===== src/common/fcpu_pkg.sv =====
package fcpu_pkg;

   localparam int DATA_W   = 32;
   localparam int RSV_ID_W = 4;
   localparam int INSTR_W  = 5;

   typedef enum logic [INSTR_W-1:0] {
      I_NOP    = 5'h00,
      I_ADD    = 5'h01,
      I_SUB    = 5'h02,
      I_MUL    = 5'h03,
      I_JUMP   = 5'h04,
      I_BRANCH = 5'h05,
      I_LOAD   = 5'h08,
      I_LOADB  = 5'h09,   // base minus offset
      I_LOADR  = 5'h0a,
      I_INPUT  = 5'h0b,   // io space read
      I_STORE  = 5'h0c,
      I_STOREB = 5'h0d,
      I_STORER = 5'h0e,
      I_OUTPUT = 5'h0f
   } opcode_e;

   // one result on the common data bus
   typedef struct packed {
      logic [RSV_ID_W-1:0] tag;
      logic [DATA_W-1:0]   data;
   } cdb_t;

endpackage

===== src/common/mfu_pkg.sv =====
package mfu_pkg;

   import fcpu_pkg::*;

   localparam int SB_DEPTH   = 4;
   localparam int SB_PTR_W   = 2;
   localparam int OS_DEPTH   = 4;
   localparam int OS_PTR_W   = 2;
   localparam int AQ_DEPTH_W = 2;

   typedef struct packed {
      logic [RSV_ID_W-1:0] tag;
      logic [DATA_W-1:0]   value;
      logic                filled;
   } operand_t;

   typedef struct packed {
      logic [RSV_ID_W-1:0] rob_id;
      opcode_e             opcode;
      operand_t            base;
      operand_t            offset;
      operand_t            data;     // store data, unused by loads
   } issue_t;

   typedef struct packed {
      logic [RSV_ID_W-1:0] rob_id;
      opcode_e             opcode;
      logic [DATA_W-1:0]   addr;
   } addr_entry_t;

   typedef struct packed {
      logic [RSV_ID_W-1:0] rob_id;
      logic                invalidate;
   } commit_t;

   typedef struct packed {
      logic [RSV_ID_W-1:0] rob_id;
      opcode_e             opcode;
      logic [DATA_W-1:0]   addr;
      logic [DATA_W-1:0]   data;
   } mem_req_t;

   typedef struct packed {
      logic                valid;
      logic [RSV_ID_W-1:0] rob_id;
      opcode_e             opcode;
      operand_t            data;
      logic [DATA_W-1:0]   addr;
      logic                addr_ready;
      logic                committed;
      logic                invalidate;
      logic                override;   // a younger store wrote the same address
   } store_entry_t;

   function automatic logic is_store(opcode_e op);
      return op inside {I_STORE, I_STOREB, I_STORER, I_OUTPUT};
   endfunction

   function automatic logic is_load(opcode_e op);
      return op inside {I_LOAD, I_LOADB, I_LOADR, I_INPUT};
   endfunction

   function automatic logic is_minus(opcode_e op);
      return op inside {I_LOADB, I_STOREB};
   endfunction

   // fill a waiting operand from a matching broadcast
   function automatic operand_t capture(operand_t op, cdb_t cdb, logic cdb_valid);
      operand_t res;
      res = op;
      if (cdb_valid && !op.filled && op.tag == cdb.tag) begin
         res.value  = cdb.data;
         res.filled = 1'b1;
      end
      return res;
   endfunction

endpackage


===== src/mfu/memory_functional_unit.sv =====
`timescale 1ns/1ps

module memory_functional_unit (
   input  logic              clk,
   input  logic              nrst,
   input  mfu_pkg::issue_t   i_issue,
   input  logic              i_issue_valid,
   output logic              o_issue_ready,
   input  fcpu_pkg::cdb_t    i_cdb,
   input  logic              i_cdb_valid,
   input  mfu_pkg::commit_t  i_commit,
   input  logic              i_commit_valid,
   output fcpu_pkg::cdb_t    o_cdb,
   output logic              o_cdb_valid,
   input  logic              i_cdb_ready,
   output mfu_pkg::mem_req_t o_mem,
   output logic              o_mem_valid,
   input  logic              i_mem_ready
);

   import fcpu_pkg::*;
   import mfu_pkg::*;

   issue_t            disp;
   logic              disp_valid;
   logic              au_ready;
   logic              os_ready;
   addr_entry_t       q_head;
   logic              q_head_valid;
   logic              q_pop;
   logic              addr_write;
   logic              sb_full;
   logic              sb_push_valid;
   logic              hit;
   logic              hit_ready;
   logic [DATA_W-1:0] hit_data;
   logic              unresolved;
   mem_req_t          sb_head;
   logic              sb_head_ready;
   logic              sb_drop;
   logic              sb_pop;

   // stores enter the buffer in their issue cycle
   assign o_issue_ready = os_ready && !sb_full;
   assign sb_push_valid = i_issue_valid && o_issue_ready && is_store(i_issue.opcode);

   operand_station u_station (
      .clk           (clk),
      .nrst          (nrst),
      .i_issue       (i_issue),
      .i_issue_valid (i_issue_valid && !sb_full),
      .i_cdb         (i_cdb),
      .i_cdb_valid   (i_cdb_valid),
      .i_ready       (au_ready),
      .o_issue_ready (os_ready),
      .o_disp        (disp),
      .o_valid       (disp_valid)
   );

   address_unit u_addr (
      .clk          (clk),
      .nrst         (nrst),
      .i_disp       (disp),
      .i_valid      (disp_valid),
      .i_head_ready (q_pop),
      .o_ready      (au_ready),
      .o_head       (q_head),
      .o_head_valid (q_head_valid)
   );

   store_buffer u_sbuf (
      .clk            (clk),
      .nrst           (nrst),
      .i_push         (i_issue),
      .i_push_valid   (sb_push_valid),
      .i_cdb          (i_cdb),
      .i_cdb_valid    (i_cdb_valid),
      .i_addr         (q_head),
      .i_addr_write   (addr_write),
      .i_commit       (i_commit),
      .i_commit_valid (i_commit_valid),
      .i_pop          (sb_pop),
      .o_full         (sb_full),
      .o_hit          (hit),
      .o_hit_ready    (hit_ready),
      .o_hit_data     (hit_data),
      .o_unresolved   (unresolved),
      .o_head         (sb_head),
      .o_head_ready   (sb_head_ready),
      .o_head_drop    (sb_drop)
   );

   load_store_select u_select (
      .clk             (clk),
      .nrst            (nrst),
      .i_head          (q_head),
      .i_head_valid    (q_head_valid),
      .i_hit           (hit),
      .i_hit_ready     (hit_ready),
      .i_hit_data      (hit_data),
      .i_unresolved    (unresolved),
      .i_sb_head       (sb_head),
      .i_sb_head_ready (sb_head_ready),
      .i_cdb_ready     (i_cdb_ready),
      .i_mem_ready     (i_mem_ready),
      .o_head_pop      (q_pop),
      .o_addr_write    (addr_write),
      .o_sb_pop        (sb_pop),
      .o_cdb           (o_cdb),
      .o_cdb_valid     (o_cdb_valid),
      .o_mem           (o_mem),
      .o_mem_valid     (o_mem_valid)
   );

   // an invalidated store must never reach memory
   assert property (@(posedge clk) disable iff (nrst) !(sb_drop && sb_pop))
      else $error("invalidated store sent to memory");

endmodule


===== src/mfu/load_store_select.sv =====
`timescale 1ns/1ps

module load_store_select (
   input  logic                        clk,
   input  logic                        nrst,
   input  mfu_pkg::addr_entry_t        i_head,
   input  logic                        i_head_valid,
   input  logic                        i_hit,
   input  logic                        i_hit_ready,
   input  logic [fcpu_pkg::DATA_W-1:0] i_hit_data,
   input  logic                        i_unresolved,
   input  mfu_pkg::mem_req_t           i_sb_head,
   input  logic                        i_sb_head_ready,
   input  logic                        i_cdb_ready,
   input  logic                        i_mem_ready,
   output logic                        o_head_pop,
   output logic                        o_addr_write,
   output logic                        o_sb_pop,
   output fcpu_pkg::cdb_t              o_cdb,
   output logic                        o_cdb_valid,
   output mfu_pkg::mem_req_t           o_mem,
   output logic                        o_mem_valid
);

   import mfu_pkg::*;

   logic head_load;
   logic head_store;
   logic fwd;
   logic to_mem;
   logic sel_sb;
   logic sb_held;   // buffer store offered, not yet taken

   assign head_load  = i_head_valid && is_load(i_head.opcode);
   assign head_store = i_head_valid && is_store(i_head.opcode);

   // a held store keeps the port, loads start only after it leaves
   assign fwd    = head_load && i_hit && i_hit_ready && !i_unresolved && !sb_held;
   assign to_mem = head_load && !i_hit && !i_unresolved && !sb_held;

   // load at the queue head wins the port, no drain under a forward
   assign sel_sb = i_sb_head_ready && (sb_held || (!to_mem && !fwd));

   assign o_addr_write = head_store;   // store address lands in its buffer row
   assign o_head_pop   = head_store || (fwd && i_cdb_ready) || (to_mem && i_mem_ready);
   assign o_sb_pop     = sel_sb && i_mem_ready;

   assign o_cdb_valid = fwd;
   assign o_cdb       = '{tag: i_head.rob_id, data: i_hit_data};
   assign o_mem_valid = to_mem || sel_sb;

   always_comb begin
      if (to_mem) begin
         o_mem = '{rob_id: i_head.rob_id, opcode: i_head.opcode, addr: i_head.addr,
                   data: '0};
      end else begin
         o_mem = i_sb_head;
      end
   end

   always_ff @(posedge clk) begin
      if (nrst) begin
         sb_held <= 1'b0;
      end else begin
         sb_held <= sel_sb && !i_mem_ready;
      end
   end

   assert property (@(posedge clk) disable iff (nrst)
      o_mem_valid && !i_mem_ready |=> o_mem_valid && $stable(o_mem))
      else $error("o_mem changed while waiting for i_mem_ready");

   assert property (@(posedge clk) disable iff (nrst)
      o_cdb_valid && !i_cdb_ready |=> o_cdb_valid && $stable(o_cdb))
      else $error("o_cdb changed while waiting for i_cdb_ready");

endmodule


===== src/mfu/store_buffer.sv =====
`timescale 1ns/1ps

module store_buffer (
   input  logic                        clk,
   input  logic                        nrst,
   input  mfu_pkg::issue_t             i_push,
   input  logic                        i_push_valid,
   input  fcpu_pkg::cdb_t              i_cdb,
   input  logic                        i_cdb_valid,
   input  mfu_pkg::addr_entry_t        i_addr,
   input  logic                        i_addr_write,
   input  mfu_pkg::commit_t            i_commit,
   input  logic                        i_commit_valid,
   input  logic                        i_pop,
   output logic                        o_full,
   output logic                        o_hit,
   output logic                        o_hit_ready,
   output logic [fcpu_pkg::DATA_W-1:0] o_hit_data,
   output logic                        o_unresolved,
   output mfu_pkg::mem_req_t           o_head,
   output logic                        o_head_ready,
   output logic                        o_head_drop
);

   import mfu_pkg::*;

   store_entry_t        sb [SB_DEPTH];
   store_entry_t        head_e;
   logic [SB_PTR_W-1:0] head;
   logic [SB_PTR_W-1:0] tail;
   logic                pop;

   assign head_e       = sb[head];
   assign o_full       = sb[tail].valid;   // tail caught up with head
   assign o_head_drop  = head_e.valid && head_e.committed && head_e.invalidate;
   assign o_head_ready = head_e.valid && head_e.committed && !head_e.invalidate
                         && head_e.addr_ready && head_e.data.filled;
   assign o_head       = '{rob_id: head_e.rob_id, opcode: head_e.opcode,
                           addr: head_e.addr, data: head_e.data.value};
   assign pop          = i_pop || o_head_drop;

   // lookup for the load at the queue head, later match is younger
   always_comb begin
      store_entry_t e;
      logic         gap;
      o_hit        = 1'b0;
      o_hit_ready  = 1'b0;
      o_hit_data   = '0;
      o_unresolved = 1'b0;
      gap          = 1'b0;
      for (int i = 0; i < SB_DEPTH; i++) begin
         e = sb[head + SB_PTR_W'(i)];
         if (e.valid && !e.addr_ready) begin
            gap = 1'b1;
         end else if (e.valid && gap) begin
            o_unresolved = 1'b1;   // older address still missing
         end
         if (e.valid && e.addr_ready && !e.override && !e.invalidate
             && e.addr == i_addr.addr) begin
            o_hit       = 1'b1;
            o_hit_ready = e.data.filled;
            o_hit_data  = e.data.value;
         end
      end
   end

   always_ff @(posedge clk) begin
      if (nrst) begin
         head <= '0;
         tail <= '0;
         for (int i = 0; i < SB_DEPTH; i++) begin
            sb[i].valid <= 1'b0;
         end
      end else begin
         for (int i = 0; i < SB_DEPTH; i++) begin
            sb[i].data <= capture(sb[i].data, i_cdb, i_cdb_valid);
            if (i_addr_write && sb[i].valid) begin
               if (sb[i].rob_id == i_addr.rob_id) begin
                  sb[i].addr       <= i_addr.addr;
                  sb[i].addr_ready <= 1'b1;
               end else if (sb[i].addr_ready && sb[i].addr == i_addr.addr) begin
                  sb[i].override <= 1'b1;
               end
            end
            if (i_commit_valid && sb[i].valid && sb[i].rob_id == i_commit.rob_id) begin
               sb[i].committed  <= 1'b1;
               sb[i].invalidate <= i_commit.invalidate;
            end
         end
         if (i_push_valid) begin
            sb[tail] <= '{valid: 1'b1, rob_id: i_push.rob_id, opcode: i_push.opcode,
                          data: capture(i_push.data, i_cdb, i_cdb_valid), addr: '0,
                          addr_ready: 1'b0, committed: 1'b0, invalidate: 1'b0,
                          override: 1'b0};
            tail <= tail + 1'b1;
         end
         if (pop) begin
            sb[head].valid <= 1'b0;
            head           <= head + 1'b1;
         end
      end
   end

   // issue side must hold back stores while full
   assert property (@(posedge clk) disable iff (nrst) i_push_valid |-> !o_full)
      else $error("store pushed into a full buffer");

   assert property (@(posedge clk) disable iff (nrst)
      i_pop |-> head_e.valid && head_e.committed)
      else $error("store left the buffer before commit");

endmodule


===== src/mfu/address_unit.sv =====
`timescale 1ns/1ps

module address_unit (
   input  logic                 clk,
   input  logic                 nrst,
   input  mfu_pkg::issue_t      i_disp,
   input  logic                 i_valid,
   input  logic                 i_head_ready,
   output logic                 o_ready,
   output mfu_pkg::addr_entry_t o_head,
   output logic                 o_head_valid
);

   import mfu_pkg::*;

   addr_entry_t entry;

   always_comb begin
      entry.rob_id = i_disp.rob_id;
      entry.opcode = i_disp.opcode;
      if (is_minus(i_disp.opcode)) begin
         entry.addr = i_disp.base.value - i_disp.offset.value;
      end else begin
         entry.addr = i_disp.base.value + i_disp.offset.value;
      end
   end

   fifo #(
      .WIDTH   ($bits(addr_entry_t)),
      .DEPTH_W (AQ_DEPTH_W)
   ) address_queue (
      .clk     (clk),
      .nrst    (nrst),
      .i_data  (entry),
      .i_valid (i_valid),
      .o_ready (o_ready),
      .o_data  (o_head),
      .o_valid (o_head_valid),
      .i_ready (i_head_ready)
   );

endmodule


===== src/mfu/operand_station.sv =====
`timescale 1ns/1ps

module operand_station (
   input  logic            clk,
   input  logic            nrst,
   input  mfu_pkg::issue_t i_issue,
   input  logic            i_issue_valid,
   input  fcpu_pkg::cdb_t  i_cdb,
   input  logic            i_cdb_valid,
   input  logic            i_ready,
   output logic            o_issue_ready,
   output mfu_pkg::issue_t o_disp,
   output logic            o_valid
);

   import mfu_pkg::*;

   issue_t              slot [OS_DEPTH];
   issue_t              incoming;
   logic [OS_PTR_W-1:0] head;
   logic [OS_PTR_W-1:0] tail;
   logic [OS_PTR_W:0]   count;
   logic                active;     // low through reset
   logic                push;
   logic                pop;

   assign o_issue_ready = active && (count != OS_DEPTH);
   assign push          = i_issue_valid && o_issue_ready;

   // oldest entry only, keeps the address queue in program order
   assign o_disp  = slot[head];
   assign o_valid = (count != '0) && slot[head].base.filled && slot[head].offset.filled;
   assign pop     = o_valid && i_ready;

   // a broadcast in the issue cycle is caught here
   always_comb begin
      incoming        = i_issue;
      incoming.base   = capture(i_issue.base, i_cdb, i_cdb_valid);
      incoming.offset = capture(i_issue.offset, i_cdb, i_cdb_valid);
      incoming.data   = capture(i_issue.data, i_cdb, i_cdb_valid);
   end

   always_ff @(posedge clk) begin
      if (nrst) begin
         active <= 1'b0;
         head   <= '0;
         tail   <= '0;
         count  <= '0;
      end else begin
         active <= 1'b1;
         for (int i = 0; i < OS_DEPTH; i++) begin
            slot[i].base   <= capture(slot[i].base, i_cdb, i_cdb_valid);
            slot[i].offset <= capture(slot[i].offset, i_cdb, i_cdb_valid);
            slot[i].data   <= capture(slot[i].data, i_cdb, i_cdb_valid);
         end
         if (push) begin
            slot[tail] <= incoming;
            tail       <= tail + 1'b1;
         end
         if (pop) begin
            head <= head + 1'b1;
         end
         count <= count + push - pop;
      end
   end

endmodule


===== src/design/fifo.sv =====
`timescale 1ns/1ps

module fifo #(
   parameter int WIDTH   = 32,
   parameter int DEPTH_W = 2
) (
   input  logic             clk,
   input  logic             nrst,
   input  logic [WIDTH-1:0] i_data,
   input  logic             i_valid,
   output logic             o_ready,
   output logic [WIDTH-1:0] o_data,
   output logic             o_valid,
   input  logic             i_ready
);

   logic [WIDTH-1:0] mem [2**DEPTH_W];
   logic [DEPTH_W:0] wr_ptr;
   logic [DEPTH_W:0] rd_ptr;
   logic [DEPTH_W:0] used;

   assign used    = wr_ptr - rd_ptr;
   assign o_ready = !used[DEPTH_W];     // msb set only when full
   assign o_valid = (used != '0);
   assign o_data  = mem[rd_ptr[DEPTH_W-1:0]];

   always_ff @(posedge clk) begin
      if (i_valid && o_ready) begin
         mem[wr_ptr[DEPTH_W-1:0]] <= i_data;
      end
   end

   always_ff @(posedge clk) begin
      if (nrst) begin
         wr_ptr <= '0;
         rd_ptr <= '0;
      end else begin
         if (i_valid && o_ready) begin
            wr_ptr <= wr_ptr + 1'b1;
         end
         if (o_valid && i_ready) begin
            rd_ptr <= rd_ptr + 1'b1;
         end
      end
   end

   // while full nothing is written, so the offered entry has to wait unchanged
   assert property (@(posedge clk) disable iff (nrst)
      i_valid && !o_ready |=> i_valid && $stable(i_data))
      else $error("entry offered to a full FIFO was withdrawn");

endmodule


===== config.mk =====
export PLATFORM = sky130hd
export DESIGN_NAME = memory_functional_unit
export DESIGN_NICKNAME = d
export VERILOG_FILES = /design/src/common/fcpu_pkg.sv /design/src/common/mfu_pkg.sv /design/src/mfu/memory_functional_unit.sv /design/src/mfu/load_store_select.sv /design/src/mfu/store_buffer.sv /design/src/mfu/address_unit.sv /design/src/mfu/operand_station.sv /design/src/design/fifo.sv
export SDC_FILE = /design/constraint.sdc
export NUM_CORES = 2
export LEC_CHECK = 0
export CAP_MARGIN = 10
export CORE_UTILIZATION = 55
export DETAILED_ROUTE_END_ITERATION = 8
export DONT_BUFFER_PORTS = 1
export GPL_ROUTABILITY_DRIVEN = 1
export MAX_ROUTING_LAYER = met4
export PLACE_DENSITY = 0.75
export SLEW_MARGIN = 20
export SYNTH_ARGS = -nofsm -noshare
export SYNTH_HDL_FRONTEND = slang
export SYNTH_HIERARCHICAL = 1
export SYNTH_SLANG_ARGS = --single-unit

===== constraint.sdc =====
create_clock -name clk -period 11.85 [get_ports clk]
set_clock_uncertainty 0.05 [all_clocks]
set_input_delay 1.185 -clock clk [delete_from_list [all_inputs] [get_ports clk]]
set_output_delay 1.185 -clock clk [all_outputs]
set_load 0.03 [all_outputs]

# Yosys cells after proc, flatten, opt, wreduce, memory -nomap -nowiden
# Memory sizes are Yosys's and may differ from the RTL's. A register that Yosys moved wholly into a read port is not among the register bits.
# Cells that the tools add are included.
totals:
  register_bits: 19
  memories: 3
  in_bits: 168
  mem_bits_rw: 976
op_classes:
  n_eq_ne: 50
  n_reduce_logical: 157
  n_addsub: 13
  mux: 130
memory_table:
  columns: ["memory", "words", "width", "rd", "rd_clocked_by_memory_dff", "write_ports", "line_no", "text"]
  rows:
  - ["u_station.slot", 4, 120, 5, 1, 5, "operand_station.sv:18", "issue_t slot [OS_DEPTH];"]
  - ["u_sbuf.sb", 4, 83, 9, 2, 6, "store_buffer.sv:27", "store_entry_t sb [SB_DEPTH];"]
  - ["u_addr.address_queue.mem", 4, 41, 1, 1, 1, "fifo.sv:17", "logic [WIDTH-1:0] mem [2**DEPTH_W];"]
op_table:
  columns: ["op", "count"]
  rows:
  - ["$mux W33", 37]
  - ["$eq A32 B32 Y1", 8]
  - ["$mux W32", 5]
  - ["$eq A4 B4 Y1", 27]
  - ["$logic_and A1 B1 Y1", 107]
  - ["$mux W1", 79]
  - ["$mux W73", 1]
  - ["$eq A5 B4 Y1 const B", 14]
  - ["$logic_not A1 Y1", 39]
  - ["$add A32 B32 Y32", 1]
  - ["$sub A32 B32 Y32", 1]
  - ["$mux W2", 8]
  - ["$reduce_bool A4 Y1", 3]
  - ["$add A2 B1 Y2 const B", 4]
  - ["$add A3 B1 Y3 const B", 2]
  - ["$reduce_bool A3 Y1", 2]
  - ["$logic_or A1 B1 Y1", 5]
  - ["$add A2 B2 Y2 const B", 2]
  - ["$add A3 B1 Y3", 1]
  - ["$ne A3 B3 Y1 const B", 1]
  - ["$sub A3 B1 Y3", 1]
  - ["$sub A3 B3 Y3", 1]
  - ["$reduce_bool A2 Y1", 1]

# Depth between registers and ports, before layout
logic_depth:
  word_depth: 22
  mapped_depth: 21
  mapped_depth_nobuf: 16

# Modules after synthesis
# The synthesis kept the hierarchy.
by_module_without_submodules:
  columns: ["module", "seq_area_each_um2", "cells_per_inst", "area_per_inst_um2", "n_inst"]
  rows:
  - ["operand_station", 14614.0, 1270, 24444.7, 1]
  - ["store_buffer", 8648.3, 2027, 23998.0, 1]
  - ["fifo", 5084.9, 273, 6417.4, 1]
  - ["address_unit", 0.0, 354, 2411.1, 1]
  - ["load_store_select", 20.0, 134, 1192.4, 1]
  - ["memory_functional_unit", 0.0, 4, 38.8, 1]

# Worst setup path after synthesis
# Ideal clock, no wire load.
synth_path:
  path_kind: "in2reg"
  from: "input i_cdb[35] (netlist bit)"
  to: "memory u_station/slot[2][100] (netlist bit), enable pin"
  t_arrival_ns: 5.465
  stages: 5
  path_slack_ns: 5.820
  n_path_buf: 2
  cell_sequence: "buf_6 clkbuf_1 xnor2_1 nand3_1 o41ai_1"
synth_rtl:
  columns: ["element", "line_no", "text"]
  rows:
  - ["start, declared", "memory_functional_unit.sv:9", "input fcpu_pkg::cdb_t i_cdb,"]
  - ["end, declared", "operand_station.sv:18", null]

# Final worst setup path
layout_path:
  from: "register u_sbuf.head[0]"
  to: "output o_mem_valid"
layout_between:
  elab_cells_between_ends: 63
  classes_between: "3 x add/sub; 3 x eq/ne; 14 x mux; 42 x reduce/logical; 1 x memory"
layout_rtl:
  columns: ["element", "line_no", "text"]
  rows:
  - ["start, declared", "store_buffer.sv:29", "logic [SB_PTR_W-1:0] head;"]
  - ["start signal, assigned", "store_buffer.sv:99", "head <= head + 1'b1;"]
  - ["$add A2 B1 Y2", "store_buffer.sv:52", "e = sb[head + SB_PTR_W'(i)];"]
  - ["$mem_v2 Z4 W83 *", null, null]
  - ["branches (longest 6 deep; another with $eq A32 B32 Y1)", null, null]
  - ["$mux W1 *", "store_buffer.sv:58", "if (e.valid && e.addr_ready && !e.override && !e.invalidate"]
  - ["via hit_ready", "memory_functional_unit.sv:35", "logic hit_ready;"]
  - ["$logic_and A1 B1 Y1 * (3 in series)", "load_store_select.sv:38", "assign fwd = head_load && i_hit && i_hit_ready && !i_unresolved && !sb_held;"]
  - ["$logic_not A1 Y1 *", "load_store_select.sv:42", "assign sel_sb = i_sb_head_ready && (sb_held || (!to_mem && !fwd));"]
  - ["$logic_and A1 B1 Y1 *", "load_store_select.sv:42", null]
  - ["$logic_or A1 B1 Y1 *", "load_store_select.sv:42", null]
  - ["$logic_and A1 B1 Y1 *", "load_store_select.sv:42", null]
  - ["$logic_or A1 B1 Y1 *", "load_store_select.sv:50", "assign o_mem_valid = to_mem || sel_sb;"]
  - ["end, declared", "memory_functional_unit.sv:17", "output logic o_mem_valid,"]
# Mark *: on every way through the listed nets, which the timed path passes.

==> results by group <==
Floorplan
  • Die area: 0.0937 sq mm
  • Initial core utilization: between 50% and 60%
  • Rows: 111
  • Ports: 280
  • Die H: roughly 300 um
  • Horiz. Die Dim: around 310 um
  • Core area: between 0.09 and 0.1 sq mm

Yosys
  • Mapped cell area: a little over 0.05 sq mm
  • Yosys Warn Count: 6
  • Cells after synthesis: ~3.7k
  • Average size of a mapped cell: roughly 14 sq um
  • Post-Syn Nets: around 3.9k

Setup path
  • WP depth: 14
  • Arrival time worst endpoint: between 7000 and 8000 ps
  • Critical path's top delay family: simple AND/OR/NAND/NOR gates
  • WP buf/inv: 3
  • Slowest stage delay, CP: ~950 ps
  • Worst-path cell chain: inv_1, ha_4, buf_6, mux4_2, xnor2_1, nand4_2, nor4_4, nand4_4, mux2_2, a221oi_1, a21oi_1, and3_1, o21ai_0, buf_4
  • Worst setup SP type: flip-flop
  • Critical Path End Type: output pin
  • Setup CP Type: reg2out
  • Worst path slowest cell: ha_4
  • Worst r2r path cells: 16
  • CP required: ~11000 ps
  • Critical-path maximum fanout: between 100 and 150

Clock network
  • Cts repair resizes: 0
  • CTS Sinks: 855
  • CTS tree: done
  • Clock transition at path regs: roughly 60 ps
  • Clk_lat worst skew: roughly 670 ps
  • Root Buffer: clkbuf_16
  • Clock Tree Buf Depth: 3
  • Post-CTS Hold Fix Bufs: 0
  • H-tree depth: 3
  • Num CTS Buffers: 90
  • Postcts setup bufs: 0

Flow run
  • Max-cap violations: 0

Routing
  • Routed via count: ~31k
  • Vias per cell: around 6.6
  • Pre-antenna DRT Iters: 5
  • Final antenna-violating net count: 0
  • WL final: about 140 mm
  • # DRC: 0
  • Avg WL per Cell: between 20 and 30 um
  • Initial DRC count: 3079

Global route
  • GRT Total Usage: 30.7%
  • Pin count of the biggest net entering global routing: 150
  • Overflow left after global routing: 0
  • First-pass GRT wire length: around 210 mm
  • Initial antenna violation count: 1
  • Number of global-route vias before repair: around 31k

Final layout
  • Post-layout nets: around 3.7k
  • # diodes: 0
  • Layout cells sized above 1: 30.2%
  • Area Growth Syn to Fin: 6.69%

Placed design
  • GP Congestion: 1.01
  • Port bufs: 0
  • Hpwl dp: between 90 and 100 mm

STA
  • Hold Vio Cnt, Final: 0
  • Max frequency: ~110 MHz
  • Final slew viol count: 0
  • RSZ-0062 raised after global routing: false
  • Setup tns final: 0 ps
  • # setup viols final: 0
  • Final Cycle Share: between 70 and 80%
  • Slew @ Worst Pin: between 1000 and 1500 ps
  • Slew HR: between 20 and 30%
  • Final worst path period need: around 9000 ps

Min path
  • Hold/Removal Path Class: reg2reg
  • Hold depth: 2

Outcome
  • Status: finished, final reports clean

Power and ir drop
  • Tot Pwr: roughly 0.01 W
  • Power Density: ~190 mW/mm^2
  • Leak: around 18 nW
  • Peak VDD IR: 0.144 mV
-- sequential cells by signal, indices dropped and copies added (netlist names), 3 cells and up, named ones only --
register,cells
u_station/count,3
u_addr/address_queue/mem,164
u_addr/address_queue/wr_ptr,3
u_sbuf/sb,332
u_station/slot,332
u_addr/address_queue/rd_ptr,3
-- final timing paths --
path	start	endpoint	slack, ps
setup reg to reg	u_sbuf/head[0]	u_sbuf/sb[0][82]	4520
hold / removal	u_sbuf/sb[1][2]	u_sbuf/sb[1][2]	400
setup / recovery	u_sbuf/head[0]	o_mem_valid	3000
hold reg to reg	u_sbuf/sb[1][2]	u_sbuf/sb[1][2]	400
-- cells in the final DEF, fill, tap and decap left out, types with 14 or more instances in the layout --
cell,instances
edfxtp_1,680
mux2_2,301
mux4_2,291
xnor2_1,240
nor2_1,212
mux2i_1,209
mux2_4,181
dfxtp_1,167
xor2_1,142
nand2_1,139
o21ai_0,96
clkbuf_16,91
a21oi_1,84
nand4_1,58
ha_1,52
buf_4,49
inv_1,47
and2_1,42
nand3_1,36
nor4_1,35
a221oi_2,30
nor3_1,24
clkinv_1,19
mux2_1,19
a21o_1,18
a31oi_1,16
nor2b_1,16
bufinv_16,15
nand2b_1,15
clkinv_2,14
-- report_power, final --
part | leakage [nW] | total [W] | internal, W | switching, W
combinational | 8.82 | 0.00335 | 0.00118 | 0.00217
clock | 1.50 | 0.00296 | 0.00174 | 0.00122
sequential | 7.55 | 0.00381 | 0.00372 | 0.0000873
-- worst register-to-register path, cell delays in order (launching register included) --
cell and delay [ps]:
dfxtp_4 930, inv_1 370, ha_4 950, buf_6 790, mux4_2 420, xnor2_1 270, nand4_2 160, nor4_4 360
nand4_4 790, mux2_2 620, a221oi_1 290, a21oi_1 110, nand2b_1 270, a211oi_1 320, nor2_1 160, nor2_1 240
a21oi_1 110
-- metrics by stage --
stage | cells | area, sq um | worst slack, ps | util, % | hold slack (ps)
after CTS | 4751 | 54200 | 2760 | 59.2 | 400
after detailed placement | 4584 | 51100 | 3450 | 55.8 | 391
final | 4752 | 54300 | 3000 | 59.2 | 400
after global placement | 4584 | 51100 | 3600 | 55.8 | 380
after floorplan | 3684 | 50900 | 5970 | - | 372
after global routing | 4752 | 54300 | 2550 | 59.2 | 427
-- layer usage --
layer | GRT usage [%] | share of wire (%) | up-vias
met2 | 49.1 | 49 | 1363
met1 | 37.8 | 39 | 16105
li1 | - | - | 13649
met4 | 13.9 | 5.0 | 0
met3 | 6.07 | 7.8 | 290
met5 | - | 0 | -
-- cell type report --
class                      count  area (sq um)
fill                        7051         37400
multi-input combinational   2436         25100
sequential                   855         23900
clock buffer                 104          2330
tap                         1186          1480
clock inverter                63           767
timing repair buffer          52           427
inverter                      56           210
Note: power is estimated with default switching activity, not from simulation.
